<file path="src/source/rvIsaPkg.sv">
`default_nettype none

package rvIsaPkg;

    localparam int xlen     = 32;
    localparam int regAddrW = 5;

    // Major opcodes of the supported subset
    localparam logic [6:0] opOp    = 7'b0110011;
    localparam logic [6:0] opOpImm = 7'b0010011;
    localparam logic [6:0] opLui   = 7'b0110111;
    localparam logic [6:0] opAuipc = 7'b0010111;

    localparam logic [2:0] f3AddSub = 3'b000;
    localparam logic [2:0] f3Sll    = 3'b001;
    localparam logic [2:0] f3Slt    = 3'b010;
    localparam logic [2:0] f3Sltu   = 3'b011;
    localparam logic [2:0] f3Xor    = 3'b100;
    localparam logic [2:0] f3SrlSra = 3'b101;
    localparam logic [2:0] f3Or     = 3'b110;
    localparam logic [2:0] f3And    = 3'b111;

    typedef struct packed {
        logic [6:0]          funct7;
        logic [regAddrW-1:0] rs2;
        logic [regAddrW-1:0] rs1;
        logic [2:0]          funct3;
        logic [regAddrW-1:0] rd;
        logic [6:0]          opcode;
    } rTypeT;

    typedef struct packed {
        logic [11:0]         imm;
        logic [regAddrW-1:0] rs1;
        logic [2:0]          funct3;
        logic [regAddrW-1:0] rd;
        logic [6:0]          opcode;
    } iTypeT;

    // Same word, two views
    typedef union packed {
        rTypeT r;
        iTypeT i;
    } insnT;

endpackage

`default_nettype wire

</file>
<file path="src/source/cpuPipePkg.sv">
`default_nettype none

package cpuPipePkg;

    import rvIsaPkg::*;

    localparam int prefixLevels = $clog2(xlen);

    typedef enum logic [3:0] {
        aluAdd, aluSub, aluSll, aluSlt, aluSltu,
        aluXor, aluSrl, aluSra, aluOr, aluAnd
    } aluOpT;

    typedef enum logic [1:0] {aSelReg, aSelPc, aSelZero} aSelT;
    typedef enum logic {bSelReg, bSelImm} bSelT;

    typedef struct packed {
        logic [xlen-1:0] pc;
        insnT            insn;
    } ifIdT;

    typedef struct packed {
        logic                regWrite;
        logic [regAddrW-1:0] rd;
        logic [regAddrW-1:0] rs1;
        logic [regAddrW-1:0] rs2;
        logic [xlen-1:0]     rs1Data;
        logic [xlen-1:0]     rs2Data;
        logic [xlen-1:0]     imm;
        logic [xlen-1:0]     pc;
        aluOpT               aluOp;
        aSelT                aSel;
        bSelT                bSel;
    } idExT;

    typedef struct packed {
        logic                regWrite;
        logic [regAddrW-1:0] rd;
        logic [xlen-1:0]     result;
    } wbT;

endpackage

`default_nettype wire

</file>
<file path="src/source/prefixAdder.sv">
`timescale 1ns/1ps
`default_nettype none

module prefixAdder import rvIsaPkg::*, cpuPipePkg::*; (
    input  logic [xlen-1:0] a,
    input  logic [xlen-1:0] b,
    input  logic            carryIn,
    output logic [xlen-1:0] sum
);

    // Level 0 holds the bitwise terms, the last level the carries out of each bit
    wire [xlen-1:0] gen [0:prefixLevels];
    wire [xlen-1:0] prop [0:prefixLevels-1];
    wire [xlen-1:0] halfSum;

    assign halfSum = a ^ b;
    // Carry-in folded into bit 0 generate
    assign gen[0]  = (a & b) | {{(xlen-1){1'b0}}, halfSum[0] & carryIn};
    assign prop[0] = halfSum;

    for (genvar lvl = 1; lvl <= prefixLevels; lvl++) begin : gLevel
        for (genvar i = 0; i < xlen; i++) begin : gBit
            if (i >= (1 << (lvl - 1))) begin : gCell
                assign gen[lvl][i] = gen[lvl-1][i]
                    | (prop[lvl-1][i] & gen[lvl-1][i - (1 << (lvl - 1))]);
                if (lvl < prefixLevels) begin : gProp
                    assign prop[lvl][i] = prop[lvl-1][i]
                        & prop[lvl-1][i - (1 << (lvl - 1))];
                end
            end else begin : gPass
                assign gen[lvl][i] = gen[lvl-1][i];
                if (lvl < prefixLevels) begin : gProp
                    assign prop[lvl][i] = prop[lvl-1][i];
                end
            end
        end
    end

    // Carry into bit i is the group generate of bits i-1 down to 0
    assign sum = halfSum ^ {gen[prefixLevels][xlen-2:0], carryIn};

endmodule

`default_nettype wire

</file>
<file path="src/source/fetchStage.sv">
`timescale 1ns/1ps
`default_nettype none

module fetchStage import rvIsaPkg::*, cpuPipePkg::*; (
    input  logic            clk,
    input  logic            rst_n,
    input  logic [xlen-1:0] imemInsn,
    output logic [xlen-1:0] imemAddr,
    output ifIdT            ifId
);

    logic [xlen-1:0] pc;
    logic [xlen-1:0] pcNext;

    prefixAdder pcIncrement (
        .a       (pc),
        .b       (xlen'(4)),
        .carryIn (1'b0),
        .sum     (pcNext)
    );

    // No branches, so the PC only ever moves forward
    always_ff @(posedge clk or negedge rst_n) begin
        if (!rst_n) begin
            pc   <= '0;
            ifId <= '0;
        end else begin
            pc        <= pcNext;
            ifId.pc   <= pc;
            ifId.insn <= imemInsn;
        end
    end

    assign imemAddr = pc;

endmodule

`default_nettype wire

</file>
<file path="src/source/registerFile.sv">
`timescale 1ns/1ps
`default_nettype none

module registerFile import rvIsaPkg::*, cpuPipePkg::*; (
    input  logic                clk,
    input  logic                rst_n,
    input  logic [regAddrW-1:0] rs1,
    input  logic [regAddrW-1:0] rs2,
    output logic [xlen-1:0]     rs1Data,
    output logic [xlen-1:0]     rs2Data,
    input  wbT                  wr
);

    // x0 is not stored
    logic [xlen-1:0] regs [1:31];

    function automatic logic [xlen-1:0] readReg(input logic [regAddrW-1:0] addr);
        if (addr == '0) begin
            return '0;
        end
        // Write-through for the value landing this cycle
        if (wr.regWrite && wr.rd == addr) begin
            return wr.result;
        end
        return regs[addr];
    endfunction

    always_ff @(posedge clk or negedge rst_n) begin
        if (!rst_n) begin
            for (int i = 1; i < 32; i++) begin
                regs[i] <= '0;
            end
        end else if (wr.regWrite && wr.rd != '0) begin
            regs[wr.rd] <= wr.result;
        end
    end

    always_comb begin
        rs1Data = readReg(rs1);
        rs2Data = readReg(rs2);
    end

endmodule

`default_nettype wire

</file>
<file path="src/source/decodeStage.sv">
`timescale 1ns/1ps
`default_nettype none

module decodeStage import rvIsaPkg::*, cpuPipePkg::*; (
    input  logic clk,
    input  logic rst_n,
    input  ifIdT ifId,
    input  wbT   wr,
    output idExT idEx
);

    insnT            insn;
    logic            regWrite;
    aluOpT           aluOp;
    aSelT            aSel;
    bSelT            bSel;
    logic [xlen-1:0] imm;
    logic [xlen-1:0] rs1Data;
    logic [xlen-1:0] rs2Data;

    assign insn = ifId.insn;

    registerFile regs (
        .clk     (clk),
        .rst_n   (rst_n),
        .rs1     (insn.r.rs1),
        .rs2     (insn.r.rs2),
        .rs1Data (rs1Data),
        .rs2Data (rs2Data),
        .wr      (wr)
    );

    always_comb begin
        regWrite = 1'b0;
        aluOp    = aluAdd;
        aSel     = aSelReg;
        bSel     = bSelReg;
        imm      = '0;
        case (insn.r.opcode)
            opOp: begin
                regWrite = 1'b1;
                case (insn.r.funct3)
                    f3AddSub: aluOp = insn.r.funct7[5] ? aluSub : aluAdd;
                    f3Sll:    aluOp = aluSll;
                    f3Slt:    aluOp = aluSlt;
                    f3Sltu:   aluOp = aluSltu;
                    f3Xor:    aluOp = aluXor;
                    f3SrlSra: aluOp = insn.r.funct7[5] ? aluSra : aluSrl;
                    f3Or:     aluOp = aluOr;
                    default:  aluOp = aluAnd;
                endcase
            end
            opOpImm: begin
                regWrite = 1'b1;
                bSel     = bSelImm;
                imm      = {{(xlen-12){insn.i.imm[11]}}, insn.i.imm};
                case (insn.i.funct3)
                    f3AddSub: aluOp = aluAdd;
                    f3Slt:    aluOp = aluSlt;
                    f3Sltu:   aluOp = aluSltu;
                    f3Xor:    aluOp = aluXor;
                    f3Or:     aluOp = aluOr;
                    f3And:    aluOp = aluAnd;
                    f3Sll: begin
                        aluOp = aluSll;
                        imm   = {{(xlen-5){1'b0}}, insn.i.imm[4:0]};
                    end
                    default: begin
                        // imm[10] is instruction bit 30
                        aluOp = insn.i.imm[10] ? aluSra : aluSrl;
                        imm   = {{(xlen-5){1'b0}}, insn.i.imm[4:0]};
                    end
                endcase
            end
            opLui, opAuipc: begin
                regWrite = 1'b1;
                aSel     = (insn.r.opcode == opLui) ? aSelZero : aSelPc;
                bSel     = bSelImm;
                imm      = {insn[31:12], 12'b0};
            end
            default: ;
        endcase
    end

    always_ff @(posedge clk or negedge rst_n) begin
        if (!rst_n) begin
            idEx <= '0;
        end else begin
            idEx.regWrite <= regWrite;
            idEx.rd       <= insn.r.rd;
            idEx.rs1      <= insn.r.rs1;
            idEx.rs2      <= insn.r.rs2;
            idEx.rs1Data  <= rs1Data;
            idEx.rs2Data  <= rs2Data;
            idEx.imm      <= imm;
            idEx.pc       <= ifId.pc;
            idEx.aluOp    <= aluOp;
            idEx.aSel     <= aSel;
            idEx.bSel     <= bSel;
        end
    end

endmodule

`default_nettype wire

</file>
<file path="src/source/alu.sv">
`timescale 1ns/1ps
`default_nettype none

module alu import rvIsaPkg::*, cpuPipePkg::*; (
    input  logic [xlen-1:0] a,
    input  logic [xlen-1:0] b,
    input  aluOpT           op,
    output logic [xlen-1:0] y
);

    logic            subtract;
    logic [xlen-1:0] bOperand;
    logic [xlen-1:0] sum;
    logic            carryOut;
    logic            overflow;
    logic            lessSigned;

    // Compares run through the subtractor as well
    assign subtract = (op == aluSub) || (op == aluSlt) || (op == aluSltu);
    assign bOperand = subtract ? ~b : b;

    prefixAdder adder (
        .a       (a),
        .b       (bOperand),
        .carryIn (subtract),
        .sum     (sum)
    );

    // MSB carry rebuilt from the carry into the top bit
    assign carryOut = (a[xlen-1] & bOperand[xlen-1])
        | ((a[xlen-1] | bOperand[xlen-1]) & (sum[xlen-1] ^ a[xlen-1] ^ bOperand[xlen-1]));
    assign overflow   = (a[xlen-1] == bOperand[xlen-1]) && (sum[xlen-1] != a[xlen-1]);
    assign lessSigned = sum[xlen-1] ^ overflow;

    always_comb begin
        case (op)
            aluAdd,
            aluSub:  y = sum;
            aluSll:  y = a << b[4:0];
            aluSlt:  y = {{(xlen-1){1'b0}}, lessSigned};
            // No carry out of a - b means a borrowed
            aluSltu: y = {{(xlen-1){1'b0}}, ~carryOut};
            aluXor:  y = a ^ b;
            aluSrl:  y = a >> b[4:0];
            aluSra:  y = $unsigned($signed(a) >>> b[4:0]);
            aluOr:   y = a | b;
            aluAnd:  y = a & b;
            default: y = '0;
        endcase
    end

endmodule

`default_nettype wire

</file>
<file path="src/source/executeStage.sv">
`timescale 1ns/1ps
`default_nettype none

module executeStage import rvIsaPkg::*, cpuPipePkg::*; (
    input  logic clk,
    input  logic rst_n,
    input  idExT idEx,
    output wbT   exWb
);

    logic            fwdRs1;
    logic            fwdRs2;
    logic [xlen-1:0] src1;
    logic [xlen-1:0] src2;
    logic [xlen-1:0] opA;
    logic [xlen-1:0] opB;
    logic [xlen-1:0] aluY;

    // Result of the previous instruction is still in exWb
    assign fwdRs1 = exWb.regWrite && (idEx.rs1 != '0) && (exWb.rd == idEx.rs1);
    assign fwdRs2 = exWb.regWrite && (idEx.rs2 != '0) && (exWb.rd == idEx.rs2);

    assign src1 = fwdRs1 ? exWb.result : idEx.rs1Data;
    assign src2 = fwdRs2 ? exWb.result : idEx.rs2Data;

    always_comb begin
        case (idEx.aSel)
            aSelPc:   opA = idEx.pc;
            aSelZero: opA = '0;
            default:  opA = src1;
        endcase
    end

    assign opB = (idEx.bSel == bSelImm) ? idEx.imm : src2;

    alu alu (
        .a  (opA),
        .b  (opB),
        .op (idEx.aluOp),
        .y  (aluY)
    );

    always_ff @(posedge clk or negedge rst_n) begin
        if (!rst_n) begin
            exWb <= '0;
        end else begin
            // Writes to x0 are dropped here so nothing downstream sees them
            exWb.regWrite <= idEx.regWrite && (idEx.rd != '0);
            exWb.rd       <= idEx.rd;
            exWb.result   <= aluY;
        end
    end

endmodule

`default_nettype wire

</file>
<file path="src/source/riscvCore.sv">
`timescale 1ns/1ps
`default_nettype none

module riscvCore import rvIsaPkg::*, cpuPipePkg::*; (
    input  logic            clk,
    input  logic            rst_n,
    output logic [xlen-1:0] imemAddr,
    input  logic [xlen-1:0] imemInsn,
    output wbT              wb
);

    ifIdT ifId;
    idExT idEx;
    wbT   exWb;

    fetchStage fetch (
        .clk      (clk),
        .rst_n    (rst_n),
        .imemInsn (imemInsn),
        .imemAddr (imemAddr),
        .ifId     (ifId)
    );

    // Execute result also feeds the register-file write port
    decodeStage decode (
        .clk   (clk),
        .rst_n (rst_n),
        .ifId  (ifId),
        .wr    (exWb),
        .idEx  (idEx)
    );

    executeStage execute (
        .clk   (clk),
        .rst_n (rst_n),
        .idEx  (idEx),
        .exWb  (exWb)
    );

    assign wb = exWb;

endmodule

`default_nettype wire

</file>
<file path="config.mk">
export PLATFORM = sky130hd
export DESIGN_NAME = riscvCore
export DESIGN_NICKNAME = d
export VERILOG_FILES = /design/src/source/rvIsaPkg.sv /design/src/source/cpuPipePkg.sv /design/src/source/prefixAdder.sv /design/src/source/fetchStage.sv /design/src/source/registerFile.sv /design/src/source/decodeStage.sv /design/src/source/alu.sv /design/src/source/executeStage.sv /design/src/source/riscvCore.sv
export SDC_FILE = /design/constraint.sdc
export NUM_CORES = 2
export LEC_CHECK = 0
export CAP_MARGIN = 20
export CORE_ASPECT_RATIO = 0.9
export CORE_UTILIZATION = 35
export CTS_BUF_LIST = sky130_fd_sc_hd__clkbuf_16
export CTS_CLUSTER_SIZE = 40
export DETAILED_ROUTE_END_ITERATION = 12
export DONT_BUFFER_PORTS = 1
export HOLD_SLACK_MARGIN = 0.03
export RECOVER_POWER = 25
export SLEW_MARGIN = 5
export SYNTH_ARGS = -nofsm -noshare
export SYNTH_HDL_FRONTEND = slang
export SYNTH_SLANG_ARGS = --single-unit
export TNS_END_PERCENT = 100
</file>
<file path="constraint.sdc">
create_clock -name clk -period 7.1 [get_ports clk]
set_input_delay 0 -clock clk [delete_from_list [all_inputs] [get_ports clk]]
set_output_delay 0 -clock clk [all_outputs]
set_load 0.05 [all_outputs]
</file>
## After elaboration in Yosys (flattened, before gate mapping)

Index checks and enable logic that the tools add are counted.

| storage, ports and cells | value |
|---|---|
| bits in registers | 1277 |
| latch bits | 0 |
| bits in writable memories | 0 |
| bits in read-only memories | 0 |
| input bits | 34 |
| output and inout bits | 70 |
| logic and storage cells | 626 |
| memories kept | 0 |

| operators by class | value |
|---|---|
| $add $sub $neg | 0 |
| multiply operators | 0 |
| divide/modulo/power cells | 0 |
| magnitude comparators | 4 |
| equality and inequality tests | 28 |
| shift operators | 3 |
| muxes and demuxes | 40 |
| bitwise logic cells | 478 |
| reduce and logical (&&, ||, !) cells | 25 |

Operators with widths:

| cell | number |
|---|---|
| $bwmux W992 | 1 |
| $mux W32 | 18 |
| $and A1 B1 Y1 | 335 |
| $bmux W32 S5 | 2 |
| $pmux W32 S9 | 1 |
| $demux W32 S5 | 1 |
| $pmux W32 S2 | 2 |
| $xor A32 B32 Y32 | 4 |
| $or A1 B1 Y1 | 126 |
| $pmux W4 S7 | 2 |
| $and A32 B32 Y32 | 1 |
| $not A32 Y32 | 1 |
| $or A32 B32 Y32 | 1 |
| $shl A32 B5 Y32 | 1 |
| $shr A32 B5 Y32 | 1 |
| $sshr A32 B5 Y32 | 1 |
| $and A31 B31 Y31 | 1 |
| $or A31 B1 Y31 | 1 |
| $eq A5 B5 Y1 | 4 |
| $reduce_bool A5 Y1 | 4 |
| $ge A6 B6 Y1 const B | 3 |
| $not A5 Y6 | 3 |
| $eq A4 B3 Y1 const B | 4 |
| $eq A7 B5 Y1 const B | 2 |
| 26 further kinds | 58 |

## Logic depth before layout (Yosys ltp)

| logic depth | value |
|---|---|
| depth after elaboration | 26 |
| gate-level depth with buffers | 22 |
| depth with buffers taken out | 18 |

## Cells and area by module

Synthesis repeated with hierarchy kept, for this count alone.

| second synthesis, totals | value |
|---|---|
| cells, all modules | 5894 |
| area total of the unflattened synthesis | 73812.0 µm² |

Modules (own cells, without submodules):

| module | instances | cells an instance | area each (µm²) |
|---|---|---|---|
| registerFile | 1 | 3901 | 54227.0 |
| alu | 1 | 779 | 6267.3 |
| decodeStage | 1 | 238 | 4292.9 |
| executeStage | 1 | 442 | 3323.2 |
| fetchStage | 1 | 98 | 2409.8 |
| prefixAdder (execute.alu.adder) | 1 | 214 | 1657.8 |
| prefixAdder (fetch.pcIncrement) | 1 | 222 | 1634.1 |

## Worst setup path before layout

OpenSTA, ideal clock, no wires.

| timing | value |
|---|---|
| path type | register to register |
| from | register, netlist name execute.exWb[36] |
| to | register, netlist name execute.exWb[30] |
| setup time | 0.134 ns |
| arrival | 5.066 ns |
| data required time | 6.966 ns |
| path slack | 1.901 ns |
| stages on the path, launching flop included | 23 |
| buffers on the path | 5 |
| clock period less this slack | 5.199 ns |
| cells stage by stage | dfrtp_1 -> clkbuf_1 -> inv_1 -> a21o_1 -> nand4_1 -> a31o_2 -> buf_2 -> buf_1 -> clkbuf_1 -> buf_1 -> xnor2_1 -> fa_1 -> a21o_1 -> a21oi_1 -> o21ai_0 -> nand4_1 -> o211a_1 -> o21ai_0 -> o21ai_0 -> o21ai_0 -> and4b_1 -> o21ai_0 -> nand4_1 |

| on the way | value |
|---|---|
| word-level cells in the longest chain between the ends | 19 |

Ends and longest elaborated chain:

| what | RTL line | text |
|---|---|---|
| $eq A5 B5 Y1 | executeStage.sv:21 | `assign fwdRs2 = exWb.regWrite && (idEx.rs2 != '0) && (exWb.rd == idEx.rs2);` |
| $logic_and A1 B1 Y1 | executeStage.sv:21 |  |
| $mux W32 | executeStage.sv:24 | `assign src2 = fwdRs2 ? exWb.result : idEx.rs2Data;` |
| $mux W32 | executeStage.sv:34 | `assign opB = (idEx.bSel == bSelImm) ? idEx.imm : src2;` |
| $not A32 Y32 | alu.sv:20 | `assign bOperand = subtract ? ~b : b;` |
| $mux W32 | alu.sv:20 |  |
| $and A31 B31 Y31 or $xor A32 B32 Y32 (tied branches) | prefixAdder.sv:18, prefixAdder.sv:16 |  |
| $or A31 B1 Y31 or $and A1 B1 Y1 (tied branches) | prefixAdder.sv:18 | `assign gen[0] = (a & b) \| {{(xlen-1){1'b0}}, halfSum[0] & carryIn};` |
| [... 4 more ...] | n/a |  |
| $and A1 B1 Y1 or $or A1 B1 Y1 (tied branches) | prefixAdder.sv:25 | `\| (prop[lvl-1][i] & gen[lvl-1][i - (1 << (lvl - 1))]);` |
| $or A1 B1 Y1 or $and A1 B1 Y1 (tied branches) | prefixAdder.sv:25 |  |
| $and A1 B1 Y1 or $or A1 B1 Y1 (tied branches) | prefixAdder.sv:25 |  |
| $or A1 B1 Y1 or $and A1 B1 Y1 (tied branches) | prefixAdder.sv:25 |  |
| $or A1 B1 Y1 | prefixAdder.sv:25 |  |
| $xor A32 B32 Y32 | prefixAdder.sv:40 | `assign sum = halfSum ^ {gen[prefixLevels][xlen-2:0], carryIn};` |
| $pmux W32 S9 * | alu.sv:36 | `case (op)` |
| via execute.alu.y[30] | alu.sv:8 | `output logic [xlen-1:0] y` |

Mark *: on every way through the listed nets, which the timed path passes. The rest lies on a longest branch.
A chain may end at the register's enable or synchronous reset.

## Worst setup path after layout

| timing | value |
|---|---|
| from | register, netlist name execute.exWb[35] |
| to | register, netlist name execute.exWb[30] |

| on the way | value |
|---|---|
| word-level cells in the longest chain between the ends | 19 |

Ends and longest elaborated chain:

| what | RTL line |
|---|---|
| $eq A5 B5 Y1 | executeStage.sv:21 |
| $logic_and A1 B1 Y1 | executeStage.sv:21 |
| $mux W32 | executeStage.sv:24 |
| $mux W32 | executeStage.sv:34 |
| $not A32 Y32 | alu.sv:20 |
| $mux W32 | alu.sv:20 |
| $and A31 B31 Y31 or $xor A32 B32 Y32 (tied branches) | prefixAdder.sv:18, prefixAdder.sv:16 |
| $or A31 B1 Y31 or $and A1 B1 Y1 (tied branches) | prefixAdder.sv:18 |
| [... 4 more ...] | n/a |
| $and A1 B1 Y1 or $or A1 B1 Y1 (tied branches) | prefixAdder.sv:25 |
| $or A1 B1 Y1 or $and A1 B1 Y1 (tied branches) | prefixAdder.sv:25 |
| $and A1 B1 Y1 or $or A1 B1 Y1 (tied branches) | prefixAdder.sv:25 |
| $or A1 B1 Y1 or $and A1 B1 Y1 (tied branches) | prefixAdder.sv:25 |
| $or A1 B1 Y1 | prefixAdder.sv:25 |
| $xor A32 B32 Y32 | prefixAdder.sv:40 |
| $pmux W32 S9 * | alu.sv:36 |
| via execute.alu.y[30] | alu.sv:8 |

Marks and branches as above.

==> reports/results.txt <==
Tmin final -> 6.25 ns
FF-to-FF Start -> execute.exWb[35]$_DFF_PN0_
Worst R2R End -> execute.exWb[30]$_DFF_PN0_
Yosys top cell by area -> dfrtp_1
post-synth top area share -> 44.8%
Pwr Density -> 201 mW/mm^2
largest net degree at the start of global routing -> 226
period utilization -> 88.1%
die height -> 429 um
CP most frequent cell -> o21ai_0
Max FO, Critical Path -> 16
Synth Flop Type -> dfrtp_1
RSZ-0062 raised after global routing -> no
clk slew on worst S/H paths -> 0.06 ns
CP peak stage delay -> 0.69 ns
Layout area overhead -> 11.4%
Final #Nets -> 5248
initial antenna violation count -> 6
Pre-Repair DR Iteration Count -> 7
reg2reg path depth -> 19
CP top delay family -> compound AO/OA/AOI/OAI gates
Slowest-stage cell, CP -> nand3_1
max-slew violations -> 365
Post-Route WL -> 243 mm
final weighted congestion in routability-driven placement -> 0.967
status -> finished, violations left
Worst Setup End Kind -> flip-flop
most frequent cells in the layout -> dfrtp_1, mux2_2, mux4_2, nand2_1, nor2_1
violated checks -> capacitance limit, slew limit
Worst-Skew Late Latency -> 0.81 ns
Die W -> 477 um
clk root buf -> clkbuf_16
Netlist cell types -> 91
global route total overflow -> 0
Leak -> 0.0362 uW
Hold Crit Class -> in -> reg
Slew @ Worst Pin -> 5.60 ns
final design utilization -> 39.3%
worst hold endpoint -> fetch.ifId[8]$_DFF_PN0_
First DRT Iteration DRCs -> 5049
setup TNS -> 0 ns
maximum clock frequency -> 160 MHz
H-tree depth -> 4
asr flop ratio synth -> 100%
I/O pin total -> 104
drt wl/cell -> 30.6 um
EDFF count, synth -> 0
Setup Fix Bufs, Post-CTS -> 0
IO Port Bufs -> 0
Clock Path Buffers -> 3
share of cells above drive strength 1 -> 39.3%
clock sink count -> 1271
relative slew slack -> -273%
Yosys Warn Count -> 0
commonest non-fill, non-tap cell in the layout -> dfrtp_1
Power Total -> 15900 uW
via count -> 47502
Worst Skew -> 0.0439 ns
crit-path cells -> buf_4 > xnor2_1 > nand3_1 > nor3_2 > mux2_2 > inv_1 > mux2_4 > fa_1 > a21o_1 > a21oi_1 > o21ai_0 > nand4_1 > o211a_1 > o21ai_0 > o21ai_0 > o21ai_0 > and4b_1 > o21ai_0 > nand4_1
Num CTS Buffers -> 141
CTS tree -> built
die area -> 0.205 sq mm
syn_area_per_cell -> 13.3 sq um
Worst Path Required -> 7.73 ns
Initial Util -> 35.3%
Tot GR Track Use -> 23.6%
CORE AREA -> 0.201 sq mm
worst setup path class -> reg -> reg
CP Launch Type -> flip-flop
post-route cell area -> 0.0790 sq mm
FF+latch count, synth -> 1271
register area share after synthesis -> 44.8%
antenna violation net count after detailed routing -> 0
peak supply drop -> 0.000292 V
Placement Cell Area -> 0.0736 sq mm
vias in the first global route -> 48389
Mapped Area -> 0.0710 sq mm
global-route wire length before repair -> 355 mm
num rows -> 156
DRC errors left -> 0
vias per cell -> 6.00
Hold Path Depth -> 2
crit path DAT -> 6.88 ns
# setup viols final -> 0
Cells after Synth -> 5329
R2R Setup Slk -> 0.85 ns
Worst Path Buf+Inv -> 2
synth top area cells -> dfrtp_1, mux4_2, mux2_2
total of max-cap violations -> 2
DP Wirelength -> 148 mm
Final Hold Viols -> 0
hold path start -> imemInsn[8]
## power by group
part           leakage (uW)  switching (uW)  internal, uW  total [uW]
Sequential           0.0175             113          7280        7390
Combinational        0.0163             522           257         779
Clock               0.00243            3230          4460        7690
## layer usage
| layer | GRT usage (%) | vias up | routed length, um |
|---|---|---|---|
| met4 | 9.58 | 2 | 10700 |
| met1 | 32.6 | 25548 | 103000 |
| li1 | - | 19657 | - |
| met3 | 4.14 | 440 | 16600 |
| met2 | 36.7 | 1855 | 112000 |
| met5 | 0 | - | 13 |
## sequential cells by signal (all words and copies together), names as in the netlist
| register | flops |
|---|---|
| decode.regs.regs | 992 |
| fetch.imemAddr | 30 |
| execute.exWb | 38 |
| decode.idEx | 149 |
| fetch.ifId | 62 |
## what timing repair did
action,4_1_cts,5_1_grt
hold endpoints to repair,820,0
resized for setup,0,0
hold buffers,67,0
## per-stage QoR
stage,worst slack (ns),hold WS (ns),cells
final,0.846,0.310,7918
after global routing,0.280,0.287,7917
after global placement,1.06,-0.279,7589
after detailed placement,0.981,-0.279,7590
after floorplan,1.90,-0.296,5330
after CTS,0.931,0.142,7913
## Yosys cell counts, types with 34 or more instances
library cell,number
a21oi_1,188
buf_1,145
buf_4,34
clkbuf_1,332
dfrtp_1,1271
ha_1,97
inv_1,75
mux2_2,1073
mux2i_1,175
mux4_2,576
nand2_1,275
nand3_1,38
nor2_1,264
o21ai_0,175
xnor2_1,49
xor2_1,51
## logic make-up after synthesis
family | after synthesis | share of synthesized area [%]
xor+xnor | 100 | 1.23
fa+ha+maj | 98 | 1.74
compound gates | 696 | 6.39
buf+inv | 604 | 3.42
simple gates | 732 | 4.55
flops | 1271 | 44.8
other cells | 1 | 0.00529
mux | 1827 | 37.8
## worst max-delay path by stage
stage,depth (start not counted),endpoint,startpoint
CTS,19,execute.exWb[30]$_DFF_PN0_,execute.exWb[35]$_DFF_PN0_
detailed placement,19,execute.exWb[30]$_DFF_PN0_,execute.exWb[35]$_DFF_PN0_
finish,19,execute.exWb[30]$_DFF_PN0_,execute.exWb[35]$_DFF_PN0_
global route,3,fetch.ifId[6]$_DFF_PN0_,rst_n
floorplan,22,execute.exWb[30]$_DFF_PN0_,execute.exWb[36]$_DFF_PN0_
global placement,19,execute.exWb[30]$_DFF_PN0_,execute.exWb[35]$_DFF_PN0_
## worst register-to-register path: cells and delay by family (launching register included)
| family | cells | cell delay (ns) |
|---|---|---|
| compound gates | 8 | 2.05 |
| flops | 1 | 0.39 |
| simple gates | 5 | 1.96 |
| fa+ha+maj | 1 | 0.46 |
| mux | 2 | 0.63 |
| xor+xnor | 1 | 0.25 |
| buf+inv | 2 | 0.36 |
## layout make-up
cell class,instances,area [sq um]
timing repair buffer,169,1670
multi-input combinational,3455,37000
sequential,1271,31900
fill,18910,122000
clock inverter,113,1230
inverter,78,293
clock buffer,143,3580
antenna,3,7.51
tap,2686,3360
Note: power is estimated with default switching activity, not from simulation.
